===== src/verilog/mdll_pkg.sv =====
`default_nettype none

package mdll_pkg;

	// ------------------------------
	// word widths
	// ------------------------------
	localparam int N_DCO_TI   = 8;	// dco fine control, integer bits
	localparam int N_DCO_TF   = 4;	// dco track fraction bits
	localparam int N_PI       = 3;	// lsb part of the fine word
	localparam int N_DCO_O    = 2;	// coarse offset
	localparam int N_DAC_TI   = 4;	// dac control, integer bits
	localparam int N_DAC_TF   = 4;	// dac track fraction bits
	localparam int N_BB_GB    = 3;	// dco gain exponent
	localparam int N_BB_GDAC  = 3;	// dac gain exponent
	localparam int N_FCAL_CNT = 10;	// calibration count
	localparam int N_FCAL_DIV = 4;	// ref window exponent

	localparam int N_FINE_MSB = N_DCO_TI - N_PI;	// upper part of fine word

	// loop filter configuration, static while tracking
	typedef struct packed {
		logic freeze_dco;	// hold dco track acc
		logic freeze_dac;	// hold dac track acc
		logic load;	// load init values, wins over tracking
		logic sel_dac_loop;	// dac-based bb loop
		logic en_hold;	// dco acc parked in dac mode
		logic [N_BB_GB-1:0] gain_bb;	// step = 2**gain_bb lsb
		logic [N_BB_GDAC-1:0] gain_bb_dac;
		logic [N_DCO_TI-1:0] dco_ld_value;	// integer part only
		logic [N_DAC_TI-1:0] dac_ld_value;
	} lf_cfg_t;

	// calibration request
	typedef struct packed {
		logic en_fcal;
		logic start;	// request, level held until ready
		logic [N_FCAL_DIV-1:0] ndiv_ref;	// window = 2**ndiv_ref ref cycles
	} fcal_cfg_t;

	// oscillator select lines
	typedef struct packed {
		logic [2**N_DCO_O-2:0] offset_thm;	// coarse stages, thermometer
		logic [2**N_FINE_MSB-2:0] fine_msb_thm;
		logic [2**N_PI-2:0] fine_lsb_thm;
		logic [2**N_DAC_TI-1:0] dac_sel_b;	// one-cold
	} dco_ctl_t;

endpackage

`default_nettype wire

===== src/verilog/mdll_core.sv =====
`timescale 1ns/1ps
`default_nettype none

module mdll_core #(
	parameter int DEPTH = 2	// sync depth for async inputs
) (
	input wire logic clk_refp,	// reference clock
	input wire logic rst_n,
	input wire logic bb_out_inc,	// bb pd output, async
	input wire logic inj_mode,	// 0 ring osc, 1 injection, async
	input wire logic clk_fb,	// from the feedback divider
	input wire logic en_osc,
	input wire logic en_monitor,
	input wire logic load_offset,
	input wire logic [mdll_pkg::N_DCO_O-1:0] dco_ctl_offset,
	input wire mdll_pkg::lf_cfg_t lf_cfg,
	input wire mdll_pkg::fcal_cfg_t fcal_cfg,
	output mdll_pkg::dco_ctl_t dco_ctl,	// to the ring oscillator
	output logic inj_mode_sync,
	output logic [mdll_pkg::N_FCAL_CNT-1:0] fcal_cnt,
	output logic fcal_ready,
	output logic [mdll_pkg::N_DCO_TI-1:0] dco_ctl_fine_mon,
	output logic [mdll_pkg::N_DAC_TI-1:0] dac_ctl_mon
);

	// ------------------------------
	// internal nets
	// ------------------------------
	logic bb_inc_s;	// synced decision
	logic fb_edge;	// feedback rise pulse
	logic [mdll_pkg::N_DCO_TI-1:0] dco_ctl_fine;
	logic [mdll_pkg::N_DAC_TI-1:0] dac_ctl;

	// sync, edge detect, monitors
	mdll_ctrl #(
		.DEPTH(DEPTH)
	) u_ctrl (
		.clk_refp(clk_refp),
		.rst_n(rst_n),
		.bb_out_inc(bb_out_inc),
		.inj_mode(inj_mode),
		.clk_fb(clk_fb),
		.en_monitor(en_monitor),
		.dco_ctl_fine(dco_ctl_fine),
		.dac_ctl(dac_ctl),
		.bb_inc_s(bb_inc_s),
		.inj_mode_sync(inj_mode_sync),
		.fb_edge(fb_edge),
		.dco_ctl_fine_mon(dco_ctl_fine_mon),
		.dac_ctl_mon(dac_ctl_mon)
	);

	// bang-bang loop filter
	mdll_lf u_lf (
		.clk_refp(clk_refp),
		.rst_n(rst_n),
		.en_osc(en_osc),
		.bb_inc_s(bb_inc_s),
		.cfg(lf_cfg),
		.dco_ctl_fine(dco_ctl_fine),
		.dac_ctl(dac_ctl)
	);

	mdll_fcal_counter u_fcal (
		.clk_refp(clk_refp),
		.rst_n(rst_n),
		.fb_edge(fb_edge),
		.cfg(fcal_cfg),
		.fcal_cnt(fcal_cnt),
		.fcal_ready(fcal_ready)
	);

	// binary words to osc select lines
	mdll_dco_decoder u_dec (
		.clk_refp(clk_refp),
		.rst_n(rst_n),
		.load_offset(load_offset),
		.dco_ctl_offset(dco_ctl_offset),
		.dco_ctl_fine(dco_ctl_fine),
		.dac_ctl(dac_ctl),
		.dco_ctl(dco_ctl)
	);

endmodule

`default_nettype wire


===== src/verilog/mdll_ctrl.sv =====
`timescale 1ns/1ps
`default_nettype none

module mdll_ctrl #(
	parameter int DEPTH = 2	// synchronizer stages
) (
	input wire logic clk_refp,
	input wire logic rst_n,
	input wire logic bb_out_inc,	// raw bb pd decision, async
	input wire logic inj_mode,	// async mode bit
	input wire logic clk_fb,	// divided feedback clock, async
	input wire logic en_monitor,
	input wire logic [mdll_pkg::N_DCO_TI-1:0] dco_ctl_fine,
	input wire logic [mdll_pkg::N_DAC_TI-1:0] dac_ctl,
	output logic bb_inc_s,
	output logic inj_mode_sync,
	output logic fb_edge,	// one pulse per clk_fb rise
	output logic [mdll_pkg::N_DCO_TI-1:0] dco_ctl_fine_mon,
	output logic [mdll_pkg::N_DAC_TI-1:0] dac_ctl_mon
);

	// bit positions inside the sync chain
	localparam int I_BB  = 0;
	localparam int I_INJ = 1;
	localparam int I_FB  = 2;

	logic [2:0] async_in;	// all async inputs side by side
	logic [DEPTH-1:0][2:0] sync_q;	// stage 0 sees the raw inputs
	logic fb_s;	// synchronized feedback clock
	logic fb_q;	// previous fb_s

	// ------------------------------
	// synchronizers
	// ------------------------------
	assign async_in = {clk_fb, inj_mode, bb_out_inc};

	always_ff @(posedge clk_refp or negedge rst_n) begin
		if (!rst_n) begin
			sync_q <= '0;
		end else begin
			sync_q[0] <= async_in;
			for (int i = 1; i < DEPTH; i++) begin
				sync_q[i] <= sync_q[i-1];	// shift toward the output
			end
		end
	end

	assign bb_inc_s      = sync_q[DEPTH-1][I_BB];
	assign inj_mode_sync = sync_q[DEPTH-1][I_INJ];
	assign fb_s          = sync_q[DEPTH-1][I_FB];

	// ------------------------------
	// feedback edge detect
	// ------------------------------
	always_ff @(posedge clk_refp or negedge rst_n) begin
		if (!rst_n) begin
			fb_q <= 1'b0;
		end else begin
			fb_q <= fb_s;
		end
	end

	// clk_fb slower than clk_refp/2, so pulses never merge
	assign fb_edge = fb_s & ~fb_q;

	// ------------------------------
	// monitor sampling
	// ------------------------------
	always_ff @(posedge clk_refp or negedge rst_n) begin
		if (!rst_n) begin
			dco_ctl_fine_mon <= '0;
			dac_ctl_mon      <= '0;
		end else if (en_monitor) begin	// hold last sample otherwise
			dco_ctl_fine_mon <= dco_ctl_fine;
			dac_ctl_mon      <= dac_ctl;
		end
	end

endmodule

`default_nettype wire


===== src/verilog/mdll_dco_decoder.sv =====
`timescale 1ns/1ps
`default_nettype none

module mdll_dco_decoder (
	input wire logic clk_refp,
	input wire logic rst_n,
	input wire logic load_offset,	// 0 forces zero offset
	input wire logic [mdll_pkg::N_DCO_O-1:0] dco_ctl_offset,
	input wire logic [mdll_pkg::N_DCO_TI-1:0] dco_ctl_fine,
	input wire logic [mdll_pkg::N_DAC_TI-1:0] dac_ctl,
	output mdll_pkg::dco_ctl_t dco_ctl
);

	localparam int N_OFS = mdll_pkg::N_DCO_O;
	localparam int N_MSB = mdll_pkg::N_FINE_MSB;
	localparam int N_LSB = mdll_pkg::N_PI;
	localparam int N_DAC = mdll_pkg::N_DAC_TI;

	logic [N_OFS-1:0] offset_q;	// registered coarse offset
	logic [N_MSB-1:0] fine_msb;
	logic [N_LSB-1:0] fine_lsb;
	logic [2**N_OFS-2:0] offset_thm;
	logic [2**N_MSB-2:0] msb_thm;
	logic [2**N_LSB-2:0] lsb_thm;
	logic [2**N_DAC-1:0] sel_b;

	// ------------------------------
	// coarse offset
	// ------------------------------
	always_ff @(posedge clk_refp or negedge rst_n) begin
		if (!rst_n) begin
			offset_q <= '0;
		end else begin
			offset_q <= load_offset ? dco_ctl_offset : '0;
		end
	end

	// fine word split, msb and lsb decoded separately
	assign fine_msb = dco_ctl_fine[mdll_pkg::N_DCO_TI-1 -: N_MSB];
	assign fine_lsb = dco_ctl_fine[N_LSB-1:0];

	// ------------------------------
	// decoders
	// ------------------------------
	// thermometer, bit i set while value > i
	for (genvar i = 0; i < 2**N_OFS-1; i++) begin : g_ofs
		assign offset_thm[i] = (offset_q > N_OFS'(i));
	end
	for (genvar i = 0; i < 2**N_MSB-1; i++) begin : g_msb
		assign msb_thm[i] = (fine_msb > N_MSB'(i));
	end
	for (genvar i = 0; i < 2**N_LSB-1; i++) begin : g_lsb
		assign lsb_thm[i] = (fine_lsb > N_LSB'(i));
	end
	// one-cold dac select
	for (genvar i = 0; i < 2**N_DAC; i++) begin : g_dac
		assign sel_b[i] = (dac_ctl != N_DAC'(i));
	end

	always_comb begin
		dco_ctl.offset_thm   = offset_thm;
		dco_ctl.fine_msb_thm = msb_thm;
		dco_ctl.fine_lsb_thm = lsb_thm;
		dco_ctl.dac_sel_b    = sel_b;
	end

endmodule

`default_nettype wire


===== src/verilog/mdll_fcal_counter.sv =====
`timescale 1ns/1ps
`default_nettype none

module mdll_fcal_counter (
	input wire logic clk_refp,
	input wire logic rst_n,
	input wire logic fb_edge,	// one pulse per feedback rise
	input wire mdll_pkg::fcal_cfg_t cfg,
	output logic [mdll_pkg::N_FCAL_CNT-1:0] fcal_cnt,
	output logic fcal_ready	// acknowledge
);

	localparam int W_WIN = 2 ** mdll_pkg::N_FCAL_DIV;	// fits 2**15 cycles

	// fsm states
	localparam logic [1:0] ST_IDLE  = 2'd0;
	localparam logic [1:0] ST_COUNT = 2'd1;
	localparam logic [1:0] ST_DONE  = 2'd2;

	logic [1:0] state;
	logic start_q;	// start, one cycle back
	logic start_rise;
	logic [W_WIN-1:0] win_cnt;	// ref cycles into the window
	logic [W_WIN-1:0] win_last;
	logic [mdll_pkg::N_FCAL_CNT-1:0] cnt;
	logic cnt_full;

	assign start_rise = cfg.start & ~start_q;
	assign win_last   = (W_WIN'(1) << cfg.ndiv_ref) - W_WIN'(1);
	assign cnt_full   = &cnt;

	always_ff @(posedge clk_refp or negedge rst_n) begin
		if (!rst_n) begin
			state   <= ST_IDLE;
			start_q <= 1'b0;
			win_cnt <= '0;
			cnt     <= '0;
		end else begin
			start_q <= cfg.start;
			case (state)
				ST_IDLE: begin
					if (cfg.en_fcal && start_rise) begin	// new request
						state   <= ST_COUNT;
						win_cnt <= '0;
						cnt     <= '0;
					end
				end
				ST_COUNT: begin
					if (!cfg.en_fcal || !cfg.start) begin
						state <= ST_IDLE;	// request withdrawn, abort
					end else begin
						if (fb_edge && !cnt_full) begin
							cnt <= cnt + 1'b1;	// saturating
						end
						if (win_cnt == win_last) begin
							state <= ST_DONE;
						end else begin
							win_cnt <= win_cnt + 1'b1;
						end
					end
				end
				ST_DONE: begin
					if (!cfg.start) begin
						state <= ST_IDLE;	// ready drops with start
					end
				end
				default: state <= ST_IDLE;
			endcase
		end
	end

	assign fcal_cnt   = cnt;	// held through done
	assign fcal_ready = (state == ST_DONE);

endmodule

`default_nettype wire


===== src/verilog/mdll_lf.sv =====
`timescale 1ns/1ps
`default_nettype none

module mdll_lf (
	input wire logic clk_refp,
	input wire logic rst_n,
	input wire logic en_osc,	// tracking only while osc runs
	input wire logic bb_inc_s,	// 1 = early, step up
	input wire mdll_pkg::lf_cfg_t cfg,
	output logic [mdll_pkg::N_DCO_TI-1:0] dco_ctl_fine,
	output logic [mdll_pkg::N_DAC_TI-1:0] dac_ctl
);

	// accumulator widths, integer over fraction
	localparam int W_DCO = mdll_pkg::N_DCO_TI + mdll_pkg::N_DCO_TF;
	localparam int W_DAC = mdll_pkg::N_DAC_TI + mdll_pkg::N_DAC_TF;
	// one spare bit so the up step never wraps
	localparam int W_EXT = ((W_DCO > W_DAC) ? W_DCO : W_DAC) + 1;

	localparam logic [W_EXT-1:0] DCO_FULL = (W_EXT'(1) << W_DCO) - W_EXT'(1);
	localparam logic [W_EXT-1:0] DAC_FULL = (W_EXT'(1) << W_DAC) - W_EXT'(1);
	localparam logic [W_DCO-1:0] DCO_MID  = W_DCO'(1) << (W_DCO - 1);	// int 2**(n-1), frac 0
	localparam logic [W_DAC-1:0] DAC_MID  = W_DAC'(1) << (W_DAC - 1);

	logic [W_DCO-1:0] dco_acc;	// dco track acc
	logic [W_DAC-1:0] dac_acc;	// dac track acc
	logic [W_EXT-1:0] dco_step;
	logic [W_EXT-1:0] dac_step;
	logic [W_EXT-1:0] dco_sum;	// next dco value, saturated
	logic [W_EXT-1:0] dac_sum;
	logic dco_move;
	logic dac_move;

	// one saturating bang-bang step
	function automatic logic [W_EXT-1:0] sat_step(
		input logic [W_EXT-1:0] acc,
		input logic [W_EXT-1:0] step,
		input logic [W_EXT-1:0] full,
		input logic up
	);
		logic [W_EXT-1:0] res;
		if (up) begin
			res = acc + step;
			if (res > full) begin
				res = full;	// clip at top
			end
		end else begin
			res = (acc < step) ? '0 : acc - step;	// clip at zero
		end
		return res;
	endfunction

	// ------------------------------
	// step and enables
	// ------------------------------
	assign dco_step = W_EXT'(1) << cfg.gain_bb;
	assign dac_step = W_EXT'(1) << cfg.gain_bb_dac;

	// dac mode with hold parks the dco path
	assign dco_move = en_osc & ~cfg.freeze_dco & ~(cfg.sel_dac_loop & cfg.en_hold);
	assign dac_move = en_osc & cfg.sel_dac_loop & ~cfg.freeze_dac;

	always_comb begin
		dco_sum = sat_step(W_EXT'(dco_acc), dco_step, DCO_FULL, bb_inc_s);
		dac_sum = sat_step(W_EXT'(dac_acc), dac_step, DAC_FULL, bb_inc_s);
	end

	// ------------------------------
	// accumulators
	// ------------------------------
	always_ff @(posedge clk_refp or negedge rst_n) begin
		if (!rst_n) begin
			dco_acc <= DCO_MID;
			dac_acc <= DAC_MID;
		end else if (cfg.load) begin	// load beats tracking
			dco_acc <= {cfg.dco_ld_value, {mdll_pkg::N_DCO_TF{1'b0}}};
			dac_acc <= {cfg.dac_ld_value, {mdll_pkg::N_DAC_TF{1'b0}}};
		end else begin
			if (dco_move) begin
				dco_acc <= dco_sum[W_DCO-1:0];
			end
			if (dac_move) begin
				dac_acc <= dac_sum[W_DAC-1:0];
			end
		end
	end

	// integer parts drive the oscillator
	assign dco_ctl_fine = dco_acc[W_DCO-1 -: mdll_pkg::N_DCO_TI];
	assign dac_ctl      = dac_acc[W_DAC-1 -: mdll_pkg::N_DAC_TI];

endmodule

`default_nettype wire


===== config.mk =====
export PLATFORM = sky130hd
export DESIGN_NAME = mdll_core
export DESIGN_NICKNAME = d
export VERILOG_FILES = /design/src/verilog/mdll_pkg.sv /design/src/verilog/mdll_core.sv /design/src/verilog/mdll_ctrl.sv /design/src/verilog/mdll_dco_decoder.sv /design/src/verilog/mdll_fcal_counter.sv /design/src/verilog/mdll_lf.sv
export SDC_FILE = /design/constraint.sdc
export NUM_CORES = 1
export LEC_CHECK = 0
export BUFFER_PORTS_ARGS = -buffer_cell sky130_fd_sc_hd__buf_2
export CAP_MARGIN = 20
export CORE_UTILIZATION = 45
export CTS_CLUSTER_DIAMETER = 120
export DETAILED_ROUTE_END_ITERATION = 10
export PLACE_DENSITY = 0.67
export SLEW_MARGIN = 20
export SYNTH_ARGS = -nofsm -noshare
export SYNTH_HDL_FRONTEND = slang
export SYNTH_SLANG_ARGS = --single-unit

===== constraint.sdc =====
create_clock -name clk_refp -period 2.9 [get_ports clk_refp]
set_input_delay 0.145 -clock clk_refp [delete_from_list [all_inputs] [get_ports clk_refp]]
set_output_delay 0.145 -clock clk_refp [all_outputs]
set_load 0.1 [all_outputs]

---- Word level (Yosys, flattened, before mapping) ----
Index checks and enable logic that the tools add are counted.
cells by class
  $lt $le $gt $ge ......................... 45
  mux-type cells .......................... 24
  equal/unequal tests ..................... 24
  reduce and logical (&&, ||, !) cells .... 15
  bitwise gates (word level) .............. 12
  $add $sub $neg .......................... 7
  shift operators ......................... 3
operators by type and width
  operator                                                         count
  greater-than comparator 5 bit, second input constant             15
  2-to-1 mux 12 bit                                                5
  2-to-1 mux 16 bit                                                3
  greater-than comparator 5 x 4 -> 1 bit, second input constant    8
  2-to-1 mux 8 bit                                                 5
  != test 4 bit, second input constant                             8
  case mux 16 bit (2 select lines)                                 1
  2-to-1 mux 10 bit                                                3
  left shift 1 x 3 -> 13 bit, first input constant                 2
  greater-than comparator 5 x 3 -> 1 bit, second input constant    4
  case mux 10 bit (2 select lines)                                 1
  adder 16 x 1 -> 16 bit, second input constant                    1
  == test 16 bit                                                   1
  != test 4 x 3 -> 1 bit, second input constant                    4
  left shift 1 x 4 -> 16 bit, first input constant                 1
  subtractor 16 x 2 -> 16 bit, second input constant               1
  adder 12 x 13 -> 13 bit                                          1
  adder 8 x 13 -> 13 bit                                           1
  greater-than comparator 13 x 12 -> 1 bit, second input constant  1
  greater-than comparator 13 x 8 -> 1 bit, second input constant   1
  < comparator 12 x 13 -> 1 bit                                    1
  < comparator 8 x 13 -> 1 bit                                     1
  subtractor 12 bit                                                1
  adder 10 x 1 -> 10 bit, second input constant                    1
  28 further kinds                                                 59
word-level totals
  register bits ........................... 70

---- Logic depth before layout (Yosys ltp) ----
  word-level depth ........................ 7
  depth in mapped cells ................... 15

---- Modules after synthesis ----
Synthesis repeated with hierarchy kept, for this count alone.
second synthesis, totals
  cells, all modules ...................... 772
  area total of the unflattened synthesis .. 6321.1 µm²
by module, submodules not included
  module             instances  cells an instance  area each (µm²)
  mdll_lf            1          408                3121.7
  mdll_fcal_counter  1          240                2020.7
  mdll_ctrl          1          33                 665.6
  mdll_dco_decoder   1          91                 513.0

---- Least setup slack after synthesis ----
Ideal clock, no wire load.
  path kind ............................... reg2out
  start point ............................. reg u_lf.dco_acc[11]
  end point ............................... out dco_ctl[45] (netlist bit)
  arrival ................................. 4528 ps
  stages on the path, launching flop included .. 4
  path slack .............................. -1773 ps
  required time ........................... 2755 ps
  cell sequence ........................... dfstp_2 clkbuf_1 nor2b_1 a21boi_0
RTL lines
  element                 line             source
  start, declared         mdll_lf.sv:25    logic [W_DCO-1:0] dco_acc;
  start signal, assigned  mdll_lf.sv:76    dco_acc <= {cfg.dco_ld_value, {mdll_pkg::N_DCO_TF{1'b0}}};
  start signal, assigned  mdll_lf.sv:80    dco_acc <= dco_sum[W_DCO-1:0];
  end, declared           mdll_core.sv:18  output mdll_pkg::dco_ctl_t dco_ctl,

---- Worst setup path in the final report ----
  start point ............................. reg u_lf.dco_acc[0]
  end point ............................... reg u_lf.dco_acc[8]
between the ends
  longest elaborated chain between the ends .. 6
  elaborated cells between the ends (all ways) .. 9
ends and longest elaborated chain
  element                                   line           source
  adder 12 x 13 -> 13 bit                   mdll_lf.sv:43  res = acc + step;
  greater-than comparator 13 x 12 -> 1 bit  mdll_lf.sv:44  if (res > full) begin
  2-to-1 mux 12 bit                         mdll_lf.sv:44
  2-to-1 mux 12 bit *                       mdll_lf.sv:42  if (up) begin
  2-to-1 mux 12 bit *                       mdll_lf.sv:79  if (dco_move) begin
  2-to-1 mux 12 bit *                       mdll_lf.sv:75  end else if (cfg.load) begin
Mark *: on every way between the ends. The rest lies on a longest branch, timed or not. The select of a mux whose other input is x is not followed.
A chain may end at the register's enable or synchronous reset.

==> flow_summary.json <==
{
  "outcome": "finished, final reports clean",
  "post-dp-hpwl_mm": 11.8,
  "num_vias": 5795,
  "track_usage_pct": 23.8,
  "start_util_pct": 46.2,
  "crit_arrival_ps": 2920,
  "max_stage_delay_ps": 420,
  "core_mm2": 0.0126,
  "syn-cell-area_mm2": 0.00583,
  "ys_ff_latch": 70,
  "synth.yosys.seq_area_share_pct": 30.1,
  "multi_input_area_mm2": 0.00372,
  "finalHoldViolations": 0,
  "grt_antenna_before_repair": 0,
  "cap_viol_max_count": 0,
  "nFillCells": 1192,
  "finalMaxSlewViolations": 0,
  "fin_worst_skew_ps": 8.89,
  "leakage_uw": 0.00335,
  "synth.distinct_cells": 77,
  "grt_pass1_wl_mm": 25.3,
  "wl_per_cell_um": 15.1,
  "yosys_warnings": 0,
  "seq_area_mm2": 0.00175,
  "wl_met2_mm": 7.20,
  "grt_setup_unrepaired": "false",
  "clkSinkCount": 70,
  "dpl_cell_area_mm2": 0.00664,
  "post-place-ws_ps": -5.65,
  "postRouteAntennaNets": 0,
  "gp_congestion": 0.900,
  "worstPathMaxFanout": 3,
  "clk_pin_slew_ps": 60,
  "area_growth_pct": 20.8,
  "grt_pass1_vias": 5244,
  "cp_slowest_cell": "dfrtp_1",
  "num_rows": 41,
  "top_layer": "met4",
  "grt_max_degree": 53,
  "layoutNonFillerInstCount": 1027,
  "drtIter0Drc": 319,
  "drc_errors": 0,
  "via_per_inst": 5.64,
  "wl_met1_mm": 7.06,
  "wl_met3_um": 949,
  "synthArstFlopShare_pct": 100,
  "p_total_uw": 4010,
  "layout_setup_ws_ps": 200,
  "port_buffers": 119,
  "io-pin-count": 120,
  "slew_headroom_pct": 46.8,
  "ys.flop_type": "dfrtp_1",
  "hp-class": "in -> reg",
  "clockRootBuffer": "clkbuf_16",
  "drive_gt1_share_pct": 23.9,
  "dieArea_mm2": 0.0134,
  "routed_wl_mm": 15.5,
  "dp.cells": 1006,
  "criticalPathCategory": "reg -> reg",
  "setup-violations-final": 0,
  "layout.nets": 928,
  "die_y_um": 116,
  "required_ps": 3120,
  "avgSynthCellArea_um2": 7.95,
  "critPathCaptureType": "flip-flop",
  "synth_edf_count": 0,
  "ir_drop_mv": 0.407,
  "die_w_um": 116,
  "cellPowerDensity_mw_per_mm2": 569,
  "startpoint_type": "flip-flop",
  "crit_path_cell_trace": "inv_1 > ha_1 > inv_1 > fa_1 > a21o_1 > a221o_1 > o21a_1 > o21a_1 > nor2_1 > xnor2_1 > nand2_1 > a222oi_1",
  "htree_levels": 3,
  "critPathBufInv": 2,
  "synth_fp_nets": 812,
  "holdWs_ps": 16.4,
  "postSynthCellCount": 734,
  "worstMarginPinSlew_ps": 794,
  "cts_tree": "done",
  "clock_path_buffers": 2,
  "timing.fmax_mhz": 370,
  "fin_crit_sh_pct": 93.1,
  "n_antenna_cell": 0,
  "post-route-cell-area_mm2": 0.00705,
  "cp_top_family": "compound AO/OA/AOI/OAI gates",
  "fin_crit_ps": 2700,
  "cts_inserted_buffers": 9,
  "grt_remaining_overflow": 0,
  "dr.pass1.iters": 5,
  "clk_latency_ps": 340
}
metrics by stage:
stage	TNS [ps]	util (%)
6_report	0	55.8
5_1_grt	0	55.8
4_1_cts	0	55.8
3_5_place_dp	-5.65	52.6
3_3_place_gp	0	52.6
2_1_floorplan	-2940	-
cells in the final DEF (no fill, tap or decap), types with 5 or more instances in the layout:
master	instances
o21ai_1	5
nand3b_1	6
dlygate4sd3_1	5
nand4_1	10
o21ai_0	34
a31oi_1	7
a21o_1	13
and2_1	8
o21a_1	9
nor2_1	74
nand3_1	30
nand2_1	79
ha_1	35
o31ai_1	7
clkbuf_16	9
a21oi_1	50
buf_4	22
mux2_2	12
buf_2	119
nor3_1	16
or2_2	8
o21bai_1	5
a21boi_0	6
a211oi_1	5
inv_1	48
xnor2_1	15
xor2_1	17
o211ai_1	8
nand2b_1	12
and3_1	10
or3_1	11
nor2b_1	13
dfrtp_1	68
kinds of logic after synthesis:
kind of cell	Yosys count	synth area share [%]
multiplexers	14	2.75
AND/OR/NAND/NOR	306	26.5
XOR/XNOR	32	4.80
AO/OA/AOI/OAI	183	20.5
buffers and inverters	90	6.48
adder cells (fa/ha/maj)	39	8.88
flip-flops	70	30.1
Yosys cell counts (all sizes together) (3+ instances only):
master	instances	share of area, %
a211oi	6	0.86
a21boi	9	1.2
a21o	13	1.7
a21oi	50	4.3
a22oi	3	0.39
a31o	3	0.45
a31oi	7	0.75
and2	9	1.0
and3	10	1.1
and4	4	0.60
buf	12	1.5
clkbuf	30	1.9
dfrtp	68	29
fa	4	1.4
ha	35	7.5
inv	48	3.1
mux2	13	2.6
nand2	80	5.2
nand2b	12	1.3
nand3	30	2.6
nand3b	6	0.77
nand4	10	1.1
nor2	76	5.0
nor2b	14	1.5
nor3	17	1.5
nor3b	3	0.39
nor4b	5	0.86
o211ai	8	1.0
o21a	9	1.2
o21ai	40	3.5
o21bai	5	0.64
o22ai	3	0.32
o311a	3	0.51
o31ai	8	1.1
or2	8	0.86
or3	11	1.2
or3b	4	0.60
xnor2	15	2.3
xor2	17	2.6
per-layer routing:
metal / global-route usage [%] / vias to the layer above
met5: 0 / -
met4: 7.78 / 0
met3: 5.49 / 24
met2: 38.8 / 199
met1: 31.1 / 2771
li1: - / 2801
layout make-up:
cell class                 instances  area share (%)
multi-input combinational        574            52.8
sequential                        70            24.9
timing repair buffer             147            11.8
clock buffer                       9            3.20
tap                              172            3.05
inverter                          48            2.56
clock inverter                     7            1.74
worst reg2reg max path, cell delays in order (launching register included):
cell and delay, ps:
dfrtp_1 420, inv_1 70, ha_1 160, inv_1 60
fa_1 390, a21o_1 210, a221o_1 310, o21a_1 190
o21a_1 190, nor2_1 120, xnor2_1 130, nand2_1 60
a222oi_1 300
worst paths after layout:
kind                                  startpoint              endpoint  slack, ps  depth (start not counted)
worst max register to register   u_lf.dco_acc[0]       u_lf.dco_acc[8]        200                         12
worst min register to register  u_ctrl.sync_q[1]  u_ctrl.inj_mode_sync        350                          0
min in group asynchronous                  rst_n      u_ctrl.sync_q[1]        320                          2
max in group asynchronous                  rst_n      u_lf.dco_acc[11]       1890                          3
worst min-delay path                   lf_cfg[0]       u_lf.dac_acc[4]         20                          3
worst max-delay path             u_lf.dco_acc[0]       u_lf.dco_acc[8]        200                         12
state kept, by name (all words and copies together) (netlist names):
name	cells
u_fcal.state	2
u_lf.dco_acc	12
u_ctrl.bb_inc_s	1
u_ctrl.dco_ctl_fine_mon	8
u_fcal.start_q	1
u_ctrl.fb_s	1
u_dec.offset_q	2
u_fcal.win_cnt	16
u_ctrl.dac_ctl_mon	4
u_ctrl.fb_q	1
u_fcal.fcal_cnt	10
u_lf.dac_acc	8
u_ctrl.inj_mode_sync	1
u_ctrl.sync_q	3
where the power goes:
part / leakage, µW / switching (µW) / total [µW] / internal [µW]
clock network: 0.000162 / 433 / 1280 / 842
logic: 0.00228 / 1220 / 1600 / 376
registers: 0.000905 / 91.7 / 1130 / 1040
total: 0.00335 / 1750 / 4010 / 2260
timing repair:
action / 4_1_cts / 5_1_grt
endpoints found under the hold margin: 21 / 0
resized for setup: 0 / 2
setup buffers: 0 / 0
hold buffers: 5 / 0
endpoints found under the setup margin: 0 / 1
No activity file was read; power rests on OpenSTA's default activity.
